`src/phased_mem_defines.svh`:
```
`ifndef PHASED_MEM_DEFINES_SVH
`define PHASED_MEM_DEFINES_SVH

// Host command port credits, equal to the command buffer depth
`define CMD_CREDITS 4

// Host command fields
`define ADDR_W 14
`define DATA_W 16

// Controller register bank
`define CTL_ADDR_W 8
`define CTL_WORDS 256

// Modulation and duty tables
`define TBL_W 8
`define TBL_IDX_W 8

// Segments of the modulation table
`define MOD_SEGMENTS 2

// Pages of the duty table
`define DUTY_PAGES 2

`endif

```
`src/phased_mem_pkg.sv`:
```
`default_nettype none

package phased_mem_pkg;

  // Bank targeted by a host command, code 3 is unused
  typedef enum logic [1:0] {
    BANK_CTL  = 2'd0,
    BANK_MOD  = 2'd1,
    BANK_DUTY = 2'd2
  } bank_sel_e;

  // Host command opcode
  typedef enum logic {
    CMD_WRITE = 1'b0,
    CMD_READ  = 1'b1
  } cmd_op_e;

  // Decoded addresses inside the controller bank
  typedef enum logic [7:0] {
    ADDR_MOD_WR_SEGMENT = 8'h10,
    ADDR_DUTY_WR_PAGE   = 8'h11
  } ctl_addr_e;

endpackage

`default_nettype wire

```
`src/bank_decode.sv`:
```
`timescale 1ns/10ps
`default_nettype none
`include "phased_mem_defines.svh"

module bank_decode (
  input  wire                            bus_clk,
  input  wire                            arst_n,
  input  wire                            head_valid,
  input  wire phased_mem_pkg::cmd_op_e   head_op,
  input  wire phased_mem_pkg::bank_sel_e head_sel,
  input  wire [`ADDR_W-1:0]              head_addr,
  input  wire [`DATA_W-1:0]              head_data,
  output logic                           ctl_we,
  output logic                           ctl_re,
  output logic [`CTL_ADDR_W-1:0]         ctl_addr,
  output logic [`DATA_W-1:0]             ctl_wdata,
  output logic                           mod_we,
  output logic                           mod_wr_segment,
  output logic [`TBL_IDX_W-1:0]          mod_wr_addr,
  output logic                           duty_we,
  output logic                           duty_wr_page,
  output logic [`TBL_IDX_W-1:0]          duty_wr_addr,
  output logic [`TBL_W-1:0]              wdata_lo
);

  import phased_mem_pkg::*;

  logic sub_main;
  logic is_wr;
  logic is_rd;
  logic mod_seg_q;
  logic duty_page_q;

  // Sub-bank field in bits 13..8 must select the main controller bank
  assign sub_main = (head_addr[`ADDR_W-1:`CTL_ADDR_W] == '0);
  assign is_wr    = head_valid && (head_op == CMD_WRITE);
  assign is_rd    = head_valid && (head_op == CMD_READ);

  // Table writes carry the segment and page currently in force
  assign mod_wr_segment = mod_seg_q;
  assign duty_wr_page   = duty_page_q;

  always_ff @(posedge bus_clk or negedge arst_n) begin
    if (!arst_n) begin
      ctl_we  <= 1'b0;
      ctl_re  <= 1'b0;
      mod_we  <= 1'b0;
      duty_we <= 1'b0;
    end else begin
      ctl_we  <= is_wr && (head_sel == BANK_CTL) && sub_main;
      // Readback exists only for the controller bank
      ctl_re  <= is_rd && (head_sel == BANK_CTL) && sub_main;
      mod_we  <= is_wr && (head_sel == BANK_MOD);
      duty_we <= is_wr && (head_sel == BANK_DUTY);
    end
  end

  always_ff @(posedge bus_clk) begin
    ctl_addr     <= head_addr[`CTL_ADDR_W-1:0];
    ctl_wdata    <= head_data;
    mod_wr_addr  <= head_addr[`TBL_IDX_W-1:0];
    duty_wr_addr <= head_addr[`TBL_IDX_W-1:0];
    wdata_lo     <= head_data[`TBL_W-1:0];
  end

  // Write segment and page follow the registered controller write
  always_ff @(posedge bus_clk or negedge arst_n) begin
    if (!arst_n) begin
      mod_seg_q   <= 1'b0;
      duty_page_q <= 1'b0;
    end else if (ctl_we) begin
      case (ctl_addr)
        ADDR_MOD_WR_SEGMENT: mod_seg_q <= ctl_wdata[0];
        ADDR_DUTY_WR_PAGE:   duty_page_q <= ctl_wdata[0];
        default: begin
        end
      endcase
    end
  end

endmodule

`default_nettype wire

```
`config.mk`:
```
export PLATFORM = sky130hd
export DESIGN_NAME = bank_decode
export DESIGN_NICKNAME = d
export VERILOG_FILES = /design/src/phased_mem_pkg.sv /design/src/bank_decode.sv
export VERILOG_INCLUDE_DIRS = /design/src /design/src/src
export SDC_FILE = /design/constraint.sdc
export NUM_CORES = 1
export LEC_CHECK = 0
export BUFFER_PORTS_ARGS = -buffer_cell sky130_fd_sc_hd__buf_2
export CAP_MARGIN = 25
export CORE_MARGIN = 8
export CORE_UTILIZATION = 33
export CTS_BUF_LIST = sky130_fd_sc_hd__clkbuf_8
export DETAILED_ROUTE_END_ITERATION = 12
export PLACE_DENSITY = 0.79
export RECOVER_POWER = 100
export SETUP_SLACK_MARGIN = 0.2
export SLEW_MARGIN = 20
export SYNTH_ARGS = -nofsm -noshare
export SYNTH_HDL_FRONTEND = slang
export SYNTH_SLANG_ARGS = --single-unit
```
`constraint.sdc`:
```
create_clock -name bus_clk -period 1.4 [get_ports bus_clk]
set_clock_uncertainty 0.1 [all_clocks]
set_input_delay 0.14 -clock bus_clk [delete_from_list [all_inputs] [get_ports bus_clk]]
set_output_delay 0.14 -clock bus_clk [all_outputs]
set_load 0.01 [all_outputs]
```
==> results of run 1 <==
-- power groups by stage --
stage               clock network, mW  registers [mW]  logic, mW
floorplan                           0           0.954     0.0780
global placement                    0           0.929      0.185
detailed placement                  0           0.933      0.189
CTS                             0.694           0.915      0.251
global route                    0.737           0.922      0.252
finish                          0.676           0.917      0.234
-- area by class of cell --
class	count	area share [%]
clock buffers	5	4.32
clock inverters	3	1.34
inverters	1	0.236
multi-input cells	15	8.73
flip-flops and latches	30	39.7
well taps	31	2.44
repair buffers	121	43.2
-- per-stage QoR --
step / setup slack (ps) / total power, mW / instances / util, %
2_1_floorplan: -138 / 1.03 / 70 / -
6_report: -159 / 1.83 / 206 / 58.2
3_3_place_gp: -116 / 1.11 / 169 / 46.1
3_5_place_dp: -161 / 1.12 / 169 / 46.1
5_1_grt: -187 / 1.91 / 206 / 58.2
4_1_cts: -166 / 1.86 / 206 / 60.4
-- synthesized netlist by cell type (all sizes together) --
master	number
buf	24
dfrtp	6
dfxtp	24
inv	1
mux2	2
nand2	2
nand2b	1
nand4bb	1
nor2	2
nor3	2
nor3b	2
nor4	2
or4	1
-- layer usage --
layer  vias up  global-route usage (%)  routed length, um  share of wire, %
li1        409                       -                  -                 -
met1       393                    11.3               1120                33
met2        58                    22.4               1650                49
met3         8                    10.4                481                14
met4         0                    8.88                 99               2.9
met5         -                       0                  0                 0
-- path summary, 6_finish.rpt --
path | start | to | depth (start not counted)
max | duty_wr_addr[1] | mod_wr_segment | 3
min | head_addr[10] | ctl_we | 4
max reg2reg | duty_wr_addr[1] | mod_wr_segment | 3
min reg2reg | mod_wr_segment | mod_wr_segment | 1
max in group asynchronous | arst_n | mod_wr_segment | 2
min in group asynchronous | arst_n | duty_we | 2
-- registers in the layout (all words and copies together) (netlist names) --
name / flops
duty_wr_page: 1
duty_wr_addr: 8
wdata_lo: 7
ctl_we: 1
mod_wr_segment: 1
ctl_wdata: 9
mod_we: 1
duty_we: 1
ctl_re: 1
-- worst reg2reg max path, delay by kind of cell (launching register included) --
family,cells,cell delay (ps)
muxes,1,310
and+or+nand+nor,2,720
DFF,1,320
-- logic make-up (layout without fill, tap and decap cells) --
kind of cell | Yosys count | in the layout | share of synthesized area (%)
muxes | 2 | 2 | 2.41
buffers and inverters | 25 | 130 | 19.7
DFF | 30 | 30 | 67.6
and+or+nand+nor | 13 | 13 | 10.3
-- repair_timing --
item / in CTS / in global routing
endpoints found under the hold margin: 33 / 0
pin swaps: 1 / 1
setup endpoints to repair: 2 / 4
hold buffers: 29 / 0
gates resized for setup: 2 / 4
==> results_dict.tcl, run 1 <==
set metrics [dict create \
    hp-class "in -> reg" \
    grt_pass1_vias 1065 \
    start_util_pct 34.1 \
    status "finished, violations left" \
    clkSinkCount 30 \
    routed_wl_um 3360 \
    synth_area_sq_um 933 \
    multiInputGateArea_sq_um 139 \
    final_area_sq_um 1590 \
    drv_cap 0 \
    tightest_slew_ps 326 \
    io_pins 90 \
    finalSetupViolCount 2 \
    yosys.area.top_type "dfxtp_1" \
    row_count 19 \
    layout_min_cycle_time_ps 1560 \
    wl_per_cell_um 16.3 \
    io_buffers 89 \
    synth.area.top_cells "dfxtp_1 51%, buf_4 19%, dfrtp_1 16%" \
    via_count 868 \
    clock_tree.root_cell "clkbuf_8" \
    start_kind "flop" \
    final_nets 210 \
    clk_path_buf_depth 2 \
    post_cts.repair.setup_buffers 0 \
    yosysWarnings 0 \
    cp_max_fo 2 \
    clk_pin_slew_ps 70 \
    crit_type "reg -> reg" \
    slew_headroom_pct 78.2 \
    ys_ff_latch 30 \
    rsz0062_at_grt "true" \
    setup_slack_ps -159 \
    crit_required_ps 1450 \
    ff2ff_setup_slack_ps -160 \
    cts_tree "done" \
    max_freq_mhz 641 \
    critical-path-top-delay-family "simple AND/OR/NAND/NOR gates" \
    swShare_pct 25.1 \
    synthDistinctLibCells 14 \
    vdd.ir_drop.worst_mv 0.967 \
    drc 0 \
    cpMaxStageDelayCell "or4_4" \
    avgSynthCellArea_sq_um 13.3 \
    ys_seq_area_share_pct 67.6 \
    violations "setup timing" \
    ant_nets 0 \
    grt_max_degree 12 \
    drt_iter0_markers 11 \
    slew_violations 0 \
    diodes 0 \
    die_w_um 69.2 \
    mostFrequentLayoutCell "clkbuf_1" \
    cellPowerDensity_nw_per_um2 1150 \
    pwr-share-comb_pct 12.8 \
    cts-buffers-inserted 5 \
    cpPeakStageDelay_ps 570 \
    antenna_found_initial 0 \
    power_switching_mw 0.458 \
    p_int_mw 1.37 \
    area_growth_pct 70.5 \
    seq_area_sq_um 632 \
    finalCritPeriodShare_pct 111 \
    core_sq_um 2730 \
    p_leak_nw 0.716 \
    die-area_sq_um 4790 \
    synth_cells 70 \
    dpl_cell_area_sq_um 1260 \
    synthesis.nets 106 \
    synth_top_area_share_pct 51.5 \
    cp.arrival_ps 1610 \
    nFillCells 234 \
    drt-pass1-iter-count 4 \
    clk_latency_ps 270 \
    cp_cell_sequence "or4_4, nor3_4, mux2_4" \
    gr-total-overflow 0 \
    routabilityCongestion 0.699 \
    clkPwrFrac_pct 37.0 \
    hold_viol_final 0 \
    final_cell_mix "54 x clkbuf_1, 36 x buf_2, 29 x dlygate4sd3_1" \
    drive_gt1_share_pct 30.3 \
    dp_hpwl_um 2260 \
    track_usage_pct 13.7 \
    fin_hold_ws_ps 26.7 \
    tns_ps -304 \
    grt_pass1_wl_um 5290 \
    power_frac_seq_pct 50.2 \
    die_h_um 69.2 \
    end_kind "flop" \
    cp_num_buf_inv 0 \
    vias_per_cell 4.21 \
    htree_levels 2 \
]
(Power assumes the default switching activity.)
==> run 2: changes to the inputs <==
--- a/config.mk
+++ b/config.mk
@@ -14,6 +14,7 @@
 export DETAILED_ROUTE_END_ITERATION = 12
 export PLACE_DENSITY = 0.79
 export RECOVER_POWER = 100
+export REMOVE_ABC_BUFFERS = 1
 export SETUP_SLACK_MARGIN = 0.2
 export SLEW_MARGIN = 20
 export SYNTH_ARGS = -nofsm -noshare
==> run 2 against run 1 <==
The flow still finishes with violations (setup timing). Sequential share of layout area is 1.2 points lower. Critical path type unchanged. Setup slack improved by 0.70 ps. Final area increased by 3.2%. Utilization rose by 1.9 points. Largest cell class unchanged. Routed wire length fell by 11%.
==> results_dict.tcl, run 2 (synthesized netlist as in run 1, its figures left out) <==
set metrics [dict create \
    status "finished, violations left" \
    violations "setup timing" \
    drv_cap 0 \
    cp_max_fo 2 \
    fin_hold_ws_ps 11.6 \
    start_util_pct 34.1 \
    end_kind "flop" \
    hold_end "ctl_re" \
    finish.utilization_pct 60.1 \
    cp_cell_sequence "or4_4, nor3_2, mux2_1" \
    clkSinkCount 30 \
    wl_per_cell_um 14.5 \
    finalSetupViolCount 2 \
    power_switching_mw 0.425 \
    rsz0062_at_grt "true" \
    hold_viol_final 0 \
    ff2ff_setup_slack_ps -160 \
    grt_pass1_wl_um 4640 \
    clk_path_buf_depth 2 \
    tightest_slew_ps 317 \
    cp.arrival_ps 1610 \
    finalCritPeriodShare_pct 111 \
    final_nets 210 \
    largestRegisters "ctl_wdata: 9 flops, duty_wr_addr: 8 flops, wdata_lo: 7 flops" \
    die_h_um 69.2 \
    crit_required_ps 1450 \
    clk_latency_ps 270 \
    drt-pass1-iter-count 4 \
    routabilityCongestion 0.679 \
    die_w_um 69.2 \
    cpPeakStageDelay_ps 550 \
    vias_per_cell 4.06 \
    swShare_pct 21.5 \
    routed_wl_um 2980 \
    final_area_sq_um 1640 \
    grt_max_degree 11 \
    drive_gt1_share_pct 47.4 \
    slew_violations 0 \
    drc 0 \
    via_count 836 \
    dpl_cell_area_sq_um 1270 \
    io_buffers 89 \
    max_freq_mhz 642 \
    antenna_found_initial 0 \
    min_from "head_op" \
    diodes 0 \
    final_cell_mix "63 x buf_2, 28 x dlygate4sd3_1, 26 x clkbuf_1" \
    crit_type "reg -> reg" \
    p_int_mw 1.55 \
    power_frac_seq_pct 46.2 \
    gr-total-overflow 0 \
    cts_tree "done" \
    drt_iter0_markers 16 \
    cellPowerDensity_nw_per_um2 1210 \
    hp-class "in -> reg" \
    cp_num_buf_inv 0 \
    mostFrequentLayoutCell "buf_2" \
    min_path_cells 3 \
    critical-path-top-delay-family "simple AND/OR/NAND/NOR gates" \
    clock_tree.root_cell "clkbuf_8" \
    dp_hpwl_um 2210 \
    r2r_cells 3 \
    largest_reg_flops 9 \
    htree_levels 2 \
    die-area_sq_um 4790 \
    core_sq_um 2730 \
    vdd.ir_drop.worst_mv 0.943 \
    row_count 19 \
    pwr-share-comb_pct 12.2 \
    p_leak_nw 0.807 \
    rr_endpoint "duty_wr_page" \
    dp_slack_ps -147 \
    track_usage_pct 12.2 \
    setup_slack_ps -158 \
    crit-reg2reg-launch "duty_wr_addr[1]" \
    area_growth_pct 76.0 \
    grt_pass1_vias 974 \
    slew_headroom_pct 78.8 \
    clk_pin_slew_ps 60 \
    io_pins 90 \
    largest-register "ctl_wdata" \
    ant_nets 0 \
    start_kind "flop" \
    layout_min_cycle_time_ps 1560 \
    cts-buffers-inserted 5 \
    cpMaxStageDelayCell "or4_4" \
    clkPwrFrac_pct 41.6 \
]
==> run 2: changes by cell type in the layout (fill, tap and decap cells not counted), sizes merged <==
cell	change
buf	+29
clkinvlp	-1
bufinv	+1
dlygate4sd3	-1
clkbuf	-28
==> run 2: power by group through the flow <==
stage                     Sequential, mW  Combinational [mW]  Clock [mW]
final                              0.916               0.241       0.823
after global routing               0.920               0.262       0.886
after CTS                          0.913               0.253       0.845
after detailed placement           0.931               0.192           0
after global placement             0.929               0.189           0
after floorplan                    0.975             0.00881           0
==> run 2: worst min-delay path, stage by stage <==
cell	delay, ps
buf_2	100
nand2_1	60
nor2_1	40
==> run 2: repair_timing <==
| action | in CTS | in global routing |
|---|---|---|
| hold buffers | 28 | 0 |
| setup buffers | 0 | 0 |
| endpoints found under the hold margin | 33 | 0 |
| endpoints found under the setup margin | 2 | 4 |
| resized for setup | 2 | 3 |
| pin swaps | 0 | 1 |
==> run 2: area by class of cell <==
cell class	count	area, sq um
fillers	245	1090
repair buffers	121	723
flip-flops and latches	30	633
multi-input cells	15	135
clock buffers	5	68.8
clock inverters	3	40.0
well taps	31	38.8
inverters	1	3.75
==> run 2: stage by stage <==
stage	std cells	power (mW)	TNS [ps]
floorplan	46	0.984	-460
global placement	170	1.12	-205
detailed placement	170	1.12	-287
CTS	206	2.01	-280
global route	206	2.07	-402
finish	206	1.98	-316
==> run 2: worst max-delay path by stage <==
stage	cells after the start	from	to	slack (ps)
floorplan	3	duty_wr_addr[1]	mod_wr_segment	-240
global placement	3	duty_wr_addr[1]	mod_wr_segment	-110
detailed placement	3	duty_wr_addr[3]	mod_wr_segment	-150
CTS	3	duty_wr_addr[3]	duty_wr_page	-140
global route	3	duty_wr_addr[1]	mod_wr_segment	-210
finish	3	duty_wr_addr[1]	duty_wr_page	-160
==> run 2: per-layer routing <==
layer | up-vias | share of wire [%] | track usage (%)
met2 | 45 | 57 | 23.9
li1 | 407 | - | -
met1 | 373 | 32 | 9.22
met3 | 11 | 7.2 | 5.15
met4 | 0 | 3.9 | 7.97
met5 | - | 0 | 0
==> run 3: changes to the inputs <==
--- a/config.mk
+++ b/config.mk
@@ -8,11 +8,12 @@
 export LEC_CHECK = 0
 export BUFFER_PORTS_ARGS = -buffer_cell sky130_fd_sc_hd__buf_2
 export CAP_MARGIN = 25
+export CORE_ASPECT_RATIO = 0.8
 export CORE_MARGIN = 8
-export CORE_UTILIZATION = 33
+export CORE_UTILIZATION = 37
 export CTS_BUF_LIST = sky130_fd_sc_hd__clkbuf_8
 export DETAILED_ROUTE_END_ITERATION = 12
-export PLACE_DENSITY = 0.79
+export PLACE_DENSITY = 0.84
 export RECOVER_POWER = 100
 export REMOVE_ABC_BUFFERS = 1
 export SETUP_SLACK_MARGIN = 0.2
==> constraint.sdc (replaced) <==
create_clock -name bus_clk -period 1.6 [get_ports bus_clk]
set_clock_uncertainty 0.1 [all_clocks]
set_input_delay 0.16 -clock bus_clk [delete_from_list [all_inputs] [get_ports bus_clk]]
set_output_delay 0.16 -clock bus_clk [all_outputs]
set_load 0.01 [all_outputs]
==> run 3 against run 2 <==
The run now ends clean. Count of clock-buffer cells in the layout up 1. Sequential power down 12%. Register-to-register slack better by 190 ps. Non-clock buffer count down 4.
==> results_dict.tcl, run 3 (synthesized netlist as in run 1, its figures left out) <==
set metrics [dict create \
    worstSetupPathDepth 3 \
    finalCritPeriodShare_pct 97.7 \
    routabilityCongestion 0.747 \
    cp.arrival_ps 1620 \
    largest-register "ctl_wdata" \
    vdd.ir_drop.worst_mv 0.632 \
    layout_min_cycle_time_ps 1560 \
    drive_gt1_share_pct 29.2 \
    p_leak_nw 0.698 \
    clkSinkCount 30 \
    wl_per_cell_um 14.9 \
    cpMaxStageDelayCell "or4_4" \
    slew_violations 0 \
    dp_slack_ps 28.4 \
    area_growth_pct 66.8 \
    crit-reg2reg-launch "duty_wr_addr[3]" \
    clk_latency_ps 270 \
    min_from "head_valid" \
    cp_num_buf_inv 0 \
    dp_hpwl_um 2080 \
    finish.utilization_pct 64.3 \
    drt-pass1-iter-count 3 \
    crit_type "reg -> reg" \
    hold_viol_final 0 \
    largest_reg_flops 9 \
    drc 0 \
    rsz0062_at_grt "true" \
    grt_max_degree 10 \
    critical-path-top-delay-family "simple AND/OR/NAND/NOR gates" \
    ant_nets 0 \
    setup_slack_ps 36.5 \
    multiInputGateArea_sq_um 129 \
    routed_wl_um 3080 \
    row_count 16 \
    cts-buffers-inserted 5 \
    hp-class "in -> reg" \
    startpoint "duty_wr_addr[3]" \
    diodes 0 \
    end_kind "flop" \
    cts_tree "done" \
    track_usage_pct 14.5 \
    grt_pass1_vias 1007 \
    die_w_um 72.2 \
    max_freq_mhz 640 \
    cp_cell_sequence "or4_4, nor3_2, mux2_4" \
    drv_cap 0 \
    largestRegisters "ctl_wdata: 9 flops, duty_wr_addr: 8 flops, wdata_lo: 7 flops" \
    htree_levels 2 \
    io_pins 90 \
    mostFrequentLayoutCell "clkbuf_1" \
    drt_iter0_markers 13 \
    clock_tree.root_cell "clkbuf_8" \
    nFillCells 204 \
    seq_area_sq_um 632 \
    vias_per_cell 4.09 \
    status "finished, final reports clean" \
    die-area_sq_um 4400 \
    rr_endpoint "duty_wr_page" \
    total_power_mw 1.59 \
    ff2ff_setup_slack_ps 40 \
    antenna_found_initial 0 \
    clk_path_buf_depth 2 \
    clk_pin_slew_ps 60 \
    final_nets 206 \
    via_count 846 \
    min_path_cells 3 \
    final_cell_mix "54 x clkbuf_1, 35 x buf_2, 27 x dlygate4sd3_1" \
    crit_required_ps 1660 \
    cpPeakStageDelay_ps 540 \
    slew_headroom_pct 76.5 \
    r2r_cells 3 \
    start_util_pct 38.5 \
    cp_max_fo 4 \
    io_buffers 89 \
    tightest_slew_ps 352 \
    gr-total-overflow 0 \
    start_kind "flop" \
    grt_pass1_wl_um 4750 \
    die_h_um 60.9 \
    hold_end "ctl_re" \
    finalSetupViolCount 0 \
    cellPowerDensity_nw_per_um2 1020 \
    core_sq_um 2420 \
]
run 3: worst max path at each step:
stage                          end  slack (ps)
floorplan           mod_wr_segment         -40
global placement    mod_wr_segment          80
detailed placement  mod_wr_segment          30
CTS                 mod_wr_segment          20
global route          duty_wr_page           8
finish                duty_wr_page          40
run 3: report_power, final:
part / leakage, nW / internal, mW / total (mW) / switching, mW
Combinational: 0.360 / 0.104 / 0.194 / 0.0903
Clock: 0.0524 / 0.339 / 0.593 / 0.254
Sequential: 0.286 / 0.784 / 0.804 / 0.0204
run 3: metrics by stage:
stage | instances | hold slack (ps) | setup TNS [ps] | instance area (sq um)
5_1_grt | 207 | 20.0 | 0 | 1560
3_3_place_gp | 171 | -106 | 0 | 1240
2_1_floorplan | 46 | -236 | -60.0 | 753
3_5_place_dp | 171 | -108 | 0 | 1240
6_report | 207 | 24.5 | 0 | 1560
4_1_cts | 207 | 17.6 | 0 | 1620
run 3: worst min-delay path, cell delays in order:
cell and delay, ps:
buf_2 100, nand2_1 50, nor2_1 40
run 3: metal layers:
layer	GRT usage, %	up-vias	wire [um]
met5	0	-	0
met4	8.12	0	70
met3	9.41	9	430
met2	27.1	61	1580
met1	11.4	374	999
li1	-	402	-
run 3: repair_timing:
action	in CTS	in global routing
pin swaps	0	0
hold endpoints to repair	32	0
hold buffers	27	0
resized for setup	3	1
setup endpoints to repair	2	2
setup buffers	1	0
run 3: cell type report:
cell class	count	share of cell area, %
clock buffers	6	5.31
flip-flops and latches	30	40.6
repair buffers	117	42.1
clock inverters	2	0.563
inverters	1	0.241
well taps	36	2.89
multi-input cells	15	8.28
