File: config.mk
export PLATFORM = sky130hd
export DESIGN_NAME = cmd_buffer
export DESIGN_NICKNAME = d
export VERILOG_FILES = /design/src/phased_mem_pkg.sv /design/src/cmd_buffer.sv
export VERILOG_INCLUDE_DIRS = /design/src /design/src/src
export SDC_FILE = /design/constraint.sdc
export NUM_CORES = 1
export LEC_CHECK = 0
export BUFFER_PORTS_ARGS = -buffer_cell sky130_fd_sc_hd__buf_2
export CAP_MARGIN = 20
export CELL_PAD_IN_SITES_DETAIL_PLACEMENT = 1
export CELL_PAD_IN_SITES_GLOBAL_PLACEMENT = 2
export CORE_ASPECT_RATIO = 0.75
export CORE_MARGIN = 5
export CORE_UTILIZATION = 40
export CTS_CLUSTER_SIZE = 28
export DETAILED_ROUTE_END_ITERATION = 16
export GPL_TIMING_DRIVEN = 0
export HOLD_SLACK_MARGIN = 0.02
export PLACE_DENSITY_LB_ADDON = 0.1
export SYNTH_ARGS = -nofsm -noshare
export SYNTH_HDL_FRONTEND = slang
export SYNTH_SLANG_ARGS = --single-unit
export TNS_END_PERCENT = 10
File: constraint.sdc
create_clock -name bus_clk -period 2.92 [get_ports bus_clk]
set_clock_uncertainty 0.05 [all_clocks]
set_input_delay 0.292 -clock bus_clk [delete_from_list [all_inputs] [get_ports bus_clk]]
set_output_delay 0.292 -clock bus_clk [all_outputs]
set_load 0.02 [all_outputs]
File: src/phased_mem_defines.svh
`ifndef PHASED_MEM_DEFINES_SVH
`define PHASED_MEM_DEFINES_SVH

// Host command port credits, equal to the command buffer depth
`define CMD_CREDITS 4

// Host command fields
`define ADDR_W 14
`define DATA_W 16

// Controller register bank
`define CTL_ADDR_W 8
`define CTL_WORDS 256

// Modulation and duty tables
`define TBL_W 8
`define TBL_IDX_W 8

// Segments of the modulation table
`define MOD_SEGMENTS 2

// Pages of the duty table
`define DUTY_PAGES 2

`endif

File: src/phased_mem_pkg.sv
`default_nettype none

package phased_mem_pkg;

  // Bank targeted by a host command, code 3 is unused
  typedef enum logic [1:0] {
    BANK_CTL  = 2'd0,
    BANK_MOD  = 2'd1,
    BANK_DUTY = 2'd2
  } bank_sel_e;

  // Host command opcode
  typedef enum logic {
    CMD_WRITE = 1'b0,
    CMD_READ  = 1'b1
  } cmd_op_e;

  // Decoded addresses inside the controller bank
  typedef enum logic [7:0] {
    ADDR_MOD_WR_SEGMENT = 8'h10,
    ADDR_DUTY_WR_PAGE   = 8'h11
  } ctl_addr_e;

endpackage

`default_nettype wire

File: src/cmd_buffer.sv
`timescale 1ns/10ps
`default_nettype none
`include "phased_mem_defines.svh"

module cmd_buffer (
  input  wire                        bus_clk,
  input  wire                        arst_n,
  input  wire                        cmd_valid,
  input  wire phased_mem_pkg::cmd_op_e   cmd_op,
  input  wire phased_mem_pkg::bank_sel_e cmd_sel,
  input  wire [`ADDR_W-1:0]          cmd_addr,
  input  wire [`DATA_W-1:0]          cmd_data,
  output logic                       head_valid,
  output phased_mem_pkg::cmd_op_e    head_op,
  output phased_mem_pkg::bank_sel_e  head_sel,
  output logic [`ADDR_W-1:0]         head_addr,
  output logic [`DATA_W-1:0]         head_data,
  output logic                       credit_return
);

  import phased_mem_pkg::*;

  localparam int PTR_W = $clog2(`CMD_CREDITS);
  localparam int CNT_W = $clog2(`CMD_CREDITS + 1);

  cmd_op_e            op_q   [`CMD_CREDITS];
  bank_sel_e          sel_q  [`CMD_CREDITS];
  logic [`ADDR_W-1:0] addr_q [`CMD_CREDITS];
  logic [`DATA_W-1:0] data_q [`CMD_CREDITS];

  logic [PTR_W-1:0] wr_ptr;
  logic [PTR_W-1:0] rd_ptr;
  logic [CNT_W-1:0] count;

  // Downstream never stalls, so the head leaves whenever present
  assign head_valid = (count != '0);
  assign head_op    = op_q[rd_ptr];
  assign head_sel   = sel_q[rd_ptr];
  assign head_addr  = addr_q[rd_ptr];
  assign head_data  = data_q[rd_ptr];

  always_ff @(posedge bus_clk) begin
    if (cmd_valid) begin
      op_q[wr_ptr]   <= cmd_op;
      sel_q[wr_ptr]  <= cmd_sel;
      addr_q[wr_ptr] <= cmd_addr;
      data_q[wr_ptr] <= cmd_data;
    end
  end

  always_ff @(posedge bus_clk or negedge arst_n) begin
    if (!arst_n) begin
      wr_ptr        <= '0;
      rd_ptr        <= '0;
      count         <= '0;
      credit_return <= 1'b0;
    end else begin
      if (cmd_valid) wr_ptr <= wr_ptr + PTR_W'(1);
      if (head_valid) rd_ptr <= rd_ptr + PTR_W'(1);
      if (cmd_valid && !head_valid) count <= count + CNT_W'(1);
      else if (!cmd_valid && head_valid) count <= count - CNT_W'(1);
      // One credit back per released entry
      credit_return <= head_valid;
    end
  end

endmodule

`default_nettype wire

==> run_results.csv, run 1 <==
group,metric,value,unit
run_status,outcome,"finished, final reports clean",
sta,fin_crit_sh,0.738,
logic_synthesis,synthesis.area,5200,µm²
critical_path,crit_slowest_cell,"mux4_2",
critical_path,worstPathRequired,2580,ps
clocking,cts_root_buf,"clkbuf_16",
logic_synthesis,post_synth_num_cell_types,18,
critical_path,start_kind,"register",
route,num_vias,2339,
critical_path,path_max_fanout,10,
finish,drive_gt1_frac,0.475,
pwr,power_leakage,2.32,nW
critical_path,cp_cell_sequence,"buf_6, buf_12, mux4_2, buf_2",
logic_synthesis,yosysSeqAreaShare,0.800,
route,postRouteAntennaNets,0,
logic_synthesis,yosysTopAreaCell,"edfxtp_1",
die,fp.dieW,142,µm
logic_synthesis,synth_edf_count,132,
sta,worst_slew_pin_slew,537,ps
grt,track_usage,0.132,
clocking,numCtsBuffers,17,
placement,post-place-ws,1150,ps
logic_synthesis,yosys-top-cells-area,"edfxtp_1, mux4_2, dfrtp_1",
logic_synthesis,synthFlopType,"edfxtp_1",
route,drt_iter0_markers,143,
logic_synthesis,async_flop_share,0.0571,
logic_synthesis,synth_top_cell_area_share,0.762,
die,die_area,15400,µm²
grt,gr-total-overflow,0,
critical_path,cp-startpoint,"rd_ptr[0]$_DFFE_PN0P_",
grt,antenna_found_initial,0,
route,firstDrtPassIters,4,
finish,nets,343,
logic_synthesis,postSynthAreaPerCell,25.0,µm²
sta,rsz0062_at_grt,"false",
clocking,cts.sinks,140,
sta,slew-limit-headroom,0.642,
sta,final.setup.worst_slack,765,ps
logic_synthesis,ys.warnings.count,0,
logic_synthesis,synth_seq_cells,140,
job,drv_cap,0,
sta,slew_violations,0,
pwr,powerDensity,1130,nW/µm²
critical_path,r2r-start,"wr_ptr[0]$_DFFE_PN0P_",
critical_path,critical_path.max_stage_delay,530,ps
die,start_util,0.404,
clocking,cts_buffer_depth,2,
worst_hold_path,hp-start,"cmd_addr[1]",
route,viasPerCell,4.82,
placement,gp_congestion,0.637,
sta,setup_viol,0,
clocking,clkSlewWorstSetupHoldPaths,60,ps
clocking,insertion_delay,410,ps
grt,grt_pass1_vias,2587,
sta,finalSetupTns,0,ps
die,io_pins,71,
critical_path,critical_path_class,"reg2out",
die,dieHeight,109,µm
finish,fill_cells,1171,
placement,dp_hpwl,6200,µm
grt,grt_pass1_wl,14600,µm
grt,grt_max_degree,20,
clocking,cts_tree,"done",
die,core,12900,µm²
clocking,htreeDepth,4,
critical_path,crit_arrival,1810,ps
sta,hold_viol,0,
route,drc,0,
finish,synthToLayoutAreaGrowth,26.3,%
die,rows,36,
route,wire_per_inst,19.5,µm
logic_synthesis,synthesis.nets,249,
worst_hold_path,min_path_type,"in2reg",
placement,port_buffers,70,
critical_path,end_kind,"output pin",
route,wl,9470,µm
pwr,total_power,0.00742,W
finish,antenna_cells,0,
pwr,max-vdd-ir-drop,0.508,mV
sta,min_period,2150,ps
sta,fmax,464,MHz
logic_synthesis,syn_inst,208,
==> metrics by stage <==
step           cell area [µm²]   util  std cells  hold WS, ps
6_report                  6570  0.510        485         48.2
5_1_grt                   6570  0.510        485         23.7
4_1_cts                   6570  0.510        485         24.1
3_5_place_dp              5880  0.457        453         96.1
3_3_place_gp              5770  0.448        449         95.2
2_1_floorplan             5200      -        208        -53.6
==> cell usage after synthesis, drive strengths merged (2+ instances only) <==
library cell and instances:
edfxtp 132, mux4 33, buf 8, dfrtp 8
ha 5, and2 4, xnor2 4, inv 3
xor2 3, nand2 2, o21ai 2
==> worst max-delay path, delay by kind of cell, from the launching register on <==
family	cells	cell delay, ps
buffers and inverters	3	530
DFF	1	340
muxes	1	530
==> flip-flops by register name, indices dropped and copies added, names as in the netlist <==
name	flops
rd_ptr	2
addr_q	56
data_q	64
sel_q	8
op_q	4
count	3
wr_ptr	2
credit_return	1
==> worst paths after layout <==
path	end	slack, ps	cells past startpoint
max	head_addr[6]	770	4
min	addr_q[1][1]$_DFFE_PP_	50	1
max reg2reg	data_q[2][9]$_DFFE_PP_	1170	4
min reg2reg	count[2]$_DFFE_PN0P_	450	1
max in group asynchronous	rd_ptr[0]$_DFFE_PN0P_	2430	2
min in group asynchronous	credit_return$_DFF_PN0_	220	2
==> power breakdown <==
group          internal [W]  switching [W]  leakage [nW]
combinational      0.000974        0.00124         0.689
sequential          0.00264       0.000111          1.30
clock               0.00168       0.000773         0.325
total               0.00529        0.00213          2.32
==> cells by family (layout without fill, tap and decap cells) <==
family | after synthesis | after routing | synth area share
flip-flops | 140 | 140 | 0.800
multiplexers | 33 | 33 | 0.143
buffers and inverters | 11 | 117 | 0.0197
AND/OR/NAND/NOR | 9 | 9 | 0.0101
XOR/XNOR | 7 | 7 | 0.0118
adder cells (fa/ha/maj) | 5 | 5 | 0.0120
AO/OA/AOI/OAI | 3 | 3 | 0.00337
==> timing repair <==
action / in CTS / in global routing
hold buffers: 1 / 0
setup buffers: 0 / 0
gates resized for setup: 0 / 0
endpoints found under the hold margin: 8 / 0
==> per-layer routing <==
metal / share of wire / vias up / global-route usage
li1: - / 1057 / -
met1: 0.46 / 1226 / 0.175
met2: 0.49 / 49 / 0.204
met3: 0.044 / 7 / 0.0509
met4: 0.0062 / 0 / 0.0432
met5: 0 / - / 0
==> layout make-up <==
class	count	area, µm²	area share
multi-input cells	57	942	0.143
plain buffers	8	91.3	0.0139
repair buffers	75	470	0.0716
flip-flops and latches	140	4160	0.634
inverters	3	11.3	0.00171
clock buffers	19	433	0.0659
clock inverters	12	244	0.0371
well taps	171	214	0.0326
==> layout by cell type (no fill, tap or decap), drive strengths merged <==
cell	n
xnor2	4
edfxtp	132
inv	3
buf	82
nor2	1
clkinv	4
mux4	33
dlygate4sd3	1
o21ai	2
a21o	1
or3	1
xor2	3
nand2	2
and2	4
dfrtp	8
ha	5
clkbuf	19
nor3	1
bufinv	7
clkinvlp	1
Power figures use the tool's default switching activity.
==> inputs of run 2 (changes only) <==
--- a/config.mk
+++ b/config.mk
@@ -6,6 +6,7 @@
 export SDC_FILE = /design/constraint.sdc
 export NUM_CORES = 1
 export LEC_CHECK = 0
+export ABC_AREA = 1
 export BUFFER_PORTS_ARGS = -buffer_cell sky130_fd_sc_hd__buf_2
 export CAP_MARGIN = 20
 export CELL_PAD_IN_SITES_DETAIL_PLACEMENT = 1
==> constraint.sdc (replaced) <==
create_clock -name bus_clk -period 2.1 [get_ports bus_clk]
set_clock_uncertainty 0.05 [all_clocks]
set_input_delay 0.21 -clock bus_clk [delete_from_list [all_inputs] [get_ports bus_clk]]
set_output_delay 0.21 -clock bus_clk [all_outputs]
set_load 0.02 [all_outputs]
==> run_results.csv, run 2 <==
group,metric,value,unit
die,rows,36,
placement,port_buffers,70,
logic_synthesis,synth_top_family_by_area,"compound AO/OA/AOI/OAI gates",
route,postRouteAntennaNets,0,
sta,fmax,498,MHz
critical_path,critical_path.max_stage_delay,460,ps
die,fp.dieW,144,µm
placement,gp_congestion,0.683,
clocking,cts_buffer_depth,2,
route,drt_iter0_markers,185,
clocking,clkSlewWorstSetupHoldPaths,60,ps
critical_path,start_kind,"register",
finish,regMostFlops,"data_q",
die,die_area,15900,µm²
sta,setup_viol,0,
logic_synthesis,synthesis.area,5370,µm²
critical_path,worstPathRequired,1840,ps
finish,antenna_cells,0,
sta,hold_viol,0,
die,core,13100,µm²
pwr,max-vdd-ir-drop,0.746,mV
run_status,outcome,"finished, final reports clean",
pwr,switchingPower,0.00384,W
pwr,combinationalPowerShare,0.368,
grt,grt_pass1_vias,3513,
logic_synthesis,ys.warnings.count,0,
clocking,htreeDepth,4,
critical_path,r2r_end,"sel_q[0][1]$_DFFE_PP_",
logic_synthesis,synth_seq_cells,140,
sta,slew-limit-headroom,0.395,
pwr,seq_power_share,0.372,
critical_path,crit_slowest_cell,"dfrtp_1",
route,num_vias,3363,
pwr,power.internal,0.00652,W
grt,grt_max_degree,34,
finish,final_common_cell,"edfxtp_1",
sta,fin_crit_sh,0.956,
logic_synthesis,syn_inst,370,
finish,drive_gt1_frac,0.254,
clocking,numCtsBuffers,17,
critical_path,r2r_cells,4,
logic_synthesis,postSynthAreaPerCell,14.5,µm²
critical_path,path_max_fanout,10,
job,drv_cap,0,
critical_path,crit_arrival,1750,ps
logic_synthesis,synth-simple-area-share,0.0613,
finish,nets,534,
placement,place_inst,611,
logic_synthesis,post_synth_num_cell_types,23,
grt,track_usage,0.167,
sta,worst_slew_pin_slew,906,ps
pwr,powerDensity,1520,nW/µm²
clocking,cts_tree,"done",
finish,seq_area,4160,µm²
clocking,insertion_delay,410,ps
logic_synthesis,synth_common_cells,"edfxtp_1, nor2_1, o21ai_0",
finish,fin_cells,675,
logic_synthesis,synthFlopType,"edfxtp_1",
logic_synthesis,synthesis.nets,411,
grt,gr-total-overflow,0,
finish,largest_reg_flops,64,
critical_path,r2r-start,"wr_ptr[0]$_DFFE_PN0P_",
route,drc,0,
finish,utilization,0.522,
logic_synthesis,synth_mux_area_frac,0,
logic_synthesis,yosys-top-cells-area,"edfxtp_1, o21ai_0, nor2_1",
logic_synthesis,synth-compound-area-share,0.102,
pwr,p_clk_frac,0.261,
route,viasPerCell,4.98,
pwr,power_leakage,2.50,nW
critical_path,critical_path_class,"reg2out",
logic_synthesis,yosysSeqAreaShare,0.776,
pwr,p_sw_frac,0.371,
logic_synthesis,synthXorXnorAreaFrac,0.00653,
finish,final_cell_mix,"edfxtp_1, buf_2, nor2_1",
finish,synthToLayoutAreaGrowth,27.1,%
sta,rsz0062_at_grt,"true",
critical_path,r2r_slack,240,ps
logic_synthesis,synth_edf_count,132,
route,firstDrtPassIters,4,
route,wl,12600,µm
die,start_util,0.411,
finish,multi_input_area,980,µm²
sta,min_period,2010,ps
die,dieHeight,110,µm
logic_synthesis,async_flop_share,0.0571,
die,io_pins,71,
clocking,post-cts-setup-buffers,0,
critical_path,cp-startpoint,"rd_ptr[1]$_DFFE_PN0P_",
route,wire_per_inst,18.7,µm
finish,fill_cells,1309,
clocking,cts_root_buf,"clkbuf_16",
logic_synthesis,yosysTopAreaCell,"edfxtp_1",
logic_synthesis,synth_top_cell_area_share,0.739,
critical_path,worstSetupEndpoint,"head_addr[4]",
clocking,cts.sinks,140,
finish,top_regs,"data_q (64), addr_q (56), sel_q (8)",
logic_synthesis,yosysMostFrequentCell,"edfxtp_1",
worst_hold_path,min_path_type,"in2reg",
grt,grt_pass1_wl,19500,µm
critical_path,cp_cell_sequence,"inv_2, clkbuf_4, o21ai_0, o22ai_1, buf_2",
grt,antenna_found_initial,0,
placement,dp_hpwl,7370,µm
sta,slew_violations,0,
logic_synthesis,synth_adder_area_share,0.0117,
critical_path,end_kind,"output pin",
[run 2: cell count changes after synthesis, sizes merged, moves of 4 or more]
cell and delta:
o22ai +33, buf +10, nor2 +66, clkbuf +4, inv +10, mux4 -33, o21ai +66, and2 -4
nand2 +11
[run 2: stage by stage]
stage          worst slack [ps]  area, µm²  setup TNS (ps)  total power, W  hold WS [ps]
6_report                   92.6       6820               0          0.0104          98.7
5_1_grt                   -5.38       6820           -10.1          0.0110           119
4_1_cts                    29.2       6800               0          0.0105          91.7
3_3_place_gp               -290       5930          -34370         0.00763          19.1
3_5_place_dp                224       5930               0         0.00769          18.4
2_1_floorplan               338       5370               0         0.00632          -136
[run 2: worst min-delay path by stage]
stage / from / end / depth (start not counted)
global route: cmd_valid / count[0]$_DFFE_PN0P_ / 3
finish: cmd_valid / count[0]$_DFFE_PN0P_ / 3
detailed placement: arst_n / credit_return$_DFF_PN0_ / 1
CTS: cmd_valid / count[0]$_DFFE_PN0P_ / 3
global placement: arst_n / credit_return$_DFF_PN0_ / 1
floorplan: arst_n / count[0]$_DFFE_PN0P_ / 0
[run 2: per-layer routing]
| metal | track usage | vias to the layer above | wire, µm |
|---|---|---|---|
| met3 | 0.0410 | 13 | 538 |
| met2 | 0.283 | 78 | 6180 |
| met5 | 0 | - | 0 |
| li1 | - | 1612 | - |
| met4 | 0.0484 | 0 | 125 |
| met1 | 0.216 | 1660 | 5810 |
[run 2: repair_timing]
action | in CTS | in global routing
pin swaps | 0 | 0
hold buffers | 34 | 0
setup endpoints to repair | 10 | 17
cloned | 0 | 0
endpoints found under the hold margin | 140 | 0
gates resized for setup | 1 | 9
[run 2: power by group through the flow]
stage | sequential [W] | clock (W) | combinational [W]
finish | 0.00385 | 0.00270 | 0.00381
global route | 0.00390 | 0.00288 | 0.00419
CTS | 0.00385 | 0.00275 | 0.00385
detailed placement | 0.00390 | 0 | 0.00378
global placement | 0.00390 | 0 | 0.00373
floorplan | 0.00387 | 0 | 0.00245
[run 2: critical path, delay by kind of cell, from the launching register on]
kind,cells,cell delay (ps)
flip-flops,1,460
AO/OA/AOI/OAI,2,280
buffers and inverters,3,600
[run 2: cells by family (layout without fill, tap and decap cells)]
kind of cell               Yosys count  after routing
DFF                                140            140
AOI/OAI and AO/OA                  101            101
and+or+nand+nor                     85             85
buffers and inverters               35            169
adders and majority gates            5              5
xor gates and xnor gates             4              4
[run 2: cell type report]
cell class | instances | area share
flip-flops and latches | 140 | 0.611
multi-input cells | 195 | 0.144
repair buffers | 104 | 0.101
clock buffers | 17 | 0.0624
well taps | 171 | 0.0314
plain buffers | 22 | 0.0279
clock inverters | 13 | 0.0152
inverters | 13 | 0.00752
==> inputs of run 3 (changes only) <==
--- a/config.mk
+++ b/config.mk
@@ -7,7 +7,7 @@
 export NUM_CORES = 1
 export LEC_CHECK = 0
 export ABC_AREA = 1
-export BUFFER_PORTS_ARGS = -buffer_cell sky130_fd_sc_hd__buf_2
+export BUFFER_PORTS_ARGS = -buffer_cell sky130_fd_sc_hd__clkbuf_2
 export CAP_MARGIN = 20
 export CELL_PAD_IN_SITES_DETAIL_PLACEMENT = 1
 export CELL_PAD_IN_SITES_GLOBAL_PLACEMENT = 2
@@ -19,6 +19,7 @@
 export GPL_TIMING_DRIVEN = 0
 export HOLD_SLACK_MARGIN = 0.02
 export PLACE_DENSITY_LB_ADDON = 0.1
+export SKIP_CTS_REPAIR_TIMING = 1
 export SYNTH_ARGS = -nofsm -noshare
 export SYNTH_HDL_FRONTEND = slang
 export SYNTH_SLANG_ARGS = --single-unit
==> run_results.csv, run 3 (synthesis gave the netlist of run 2 again) <==
group,metric,value,unit
sta,setup_viol,0,
die,rows,36,
finish,drive_gt1_frac,0.257,
pwr,max-vdd-ir-drop,0.736,mV
finish,nets,534,
pwr,power_leakage,2.55,nW
route,postRouteAntennaNets,0,
placement,port_buffers,70,
sta,rsz0062_at_grt,"false",
sta,min_period,2010,ps
critical_path,critical_path.max_stage_delay,370,ps
finish,top_regs,"data_q (64), addr_q (56), sel_q (8)",
placement,gp_congestion,0.683,
critical_path,end_kind,"output pin",
grt,grt_max_degree,34,
route,drt_iter0_markers,168,
grt,gr-total-overflow,0,
clocking,cts.sinks,140,
run_status,outcome,"finished, final reports clean",
critical_path,start_kind,"register",
route,wire_per_inst,19.1,µm
critical_path,cp_cell_sequence,"buf_6, inv_4, buf_12, buf_8, nor2_1, o22ai_1, clkbuf_2",
sta,worst_slew_pin_slew,886,ps
grt,antenna_found_initial,0,
sta,finalHoldWorstSlack,110,ps
route,drc,0,
finish,regMostFlops,"data_q",
clocking,numCtsBuffers,17,
placement,placed_area,5930,µm²
die,start_util,0.411,
finish,final_common_cell,"edfxtp_1",
clocking,clkSlewWorstSetupHoldPaths,60,ps
clocking,htreeDepth,4,
sta,slew_violations,0,
die,io_pins,71,
finish,synthToLayoutAreaGrowth,29.0,%
sta,fmax,497,MHz
grt,grt_pass1_vias,3480,
grt,track_usage,0.170,
route,num_vias,3395,
finish,utilization,0.530,
critical_path,worstPathRequired,1840,ps
route,wl,12900,µm
sta,hold_viol,0,
pwr,powerDensity,1570,nW/µm²
sta,finalSetupTns,0,ps
clocking,cts_tree,"done",
clocking,insertion_delay,410,ps
critical_path,crit_slowest_cell,"dfrtp_1",
die,core,13100,µm²
die,fp.dieW,144,µm
die,die_area,15900,µm²
finish,largest_reg_flops,64,
clocking,cts_root_buf,"clkbuf_16",
grt,grt_pass1_wl,19600,µm
finish,antenna_cells,0,
route,firstDrtPassIters,4,
die,dieHeight,110,µm
job,drv_cap,0,
clocking,cts_buffer_depth,2,
critical_path,path_max_fanout,10,
finish,final_area,6920,µm²
route,viasPerCell,5.01,
placement,dp_hpwl,7580,µm
critical_path,crit_arrival,1750,ps
sta,slew-limit-headroom,0.408,
worst_hold_path,min_path_type,"in2reg",
sta,fin_crit_sh,0.958,
critical_path,critical_path_class,"reg2out",
finish,final_cell_mix,"edfxtp_1, clkbuf_2, nor2_1",
## run 3: cell types whose count changed in the layout (fill, tap and decap cells not counted), sizes merged
cell	delta
clkbuf	+74
inv	+1
clkinv	-5
bufinv	+3
clkinvlp	+1
buf	-72
## run 3: metrics by stage
stage          std cells  total power (W)  setup WS (ps)
4_1_cts              643           0.0109           -191
3_5_place_dp         611          0.00771            223
3_3_place_gp         611          0.00764           -294
6_report             677           0.0108           87.3
2_1_floorplan        370          0.00632            338
5_1_grt              677           0.0115          0.508
## run 3: worst max-delay path, delay by kind of cell (launching register included)
kind | cells | cell delay [ps]
buf+inv | 5 | 690
flops | 1 | 370
compound gates | 1 | 230
simple gates | 1 | 50
## run 3: worst paths after layout
path                                            start                     end  slack (ps)  depth (start not counted)
worst max-delay path            rd_ptr[0]$_DFFE_PN0P_            head_data[7]          90                          7
worst min-delay path                        cmd_valid    count[0]$_DFFE_PN0P_         110                          3
worst max register to register  wr_ptr[0]$_DFFE_PN0P_  addr_q[0][4]$_DFFE_PP_         260                          4
worst min register to register   count[2]$_DFFE_PN0P_    count[2]$_DFFE_PN0P_         440                          2
max in group asynchronous                      arst_n   rd_ptr[1]$_DFFE_PN0P_        1660                          2
min in group asynchronous                      arst_n   wr_ptr[0]$_DFFE_PN0P_         130                          2
## run 3: metal layers
layer | share of wire | GRT usage
met5 | 0 | 0
met3 | 0.036 | 0.0444
met4 | 0.010 | 0.0484
met2 | 0.48 | 0.272
met1 | 0.48 | 0.230
## run 3: final cells by class
cell class                 instances  area [µm²]
tap                              171         214
inverter                          13        53.8
multi-input combinational        195         980
clock buffer                      19         433
sequential                       140        4170
fill                            1312        6140
clock inverter                    13         190
buffer                            22         193
timing repair buffer             104         691
## run 3: where the power goes
group / internal (W) / total [W] / switching [W]
sequential: 0.00368 / 0.00386 / 0.000176
combinational: 0.00123 / 0.00382 / 0.00258
clock: 0.00200 / 0.00315 / 0.00116
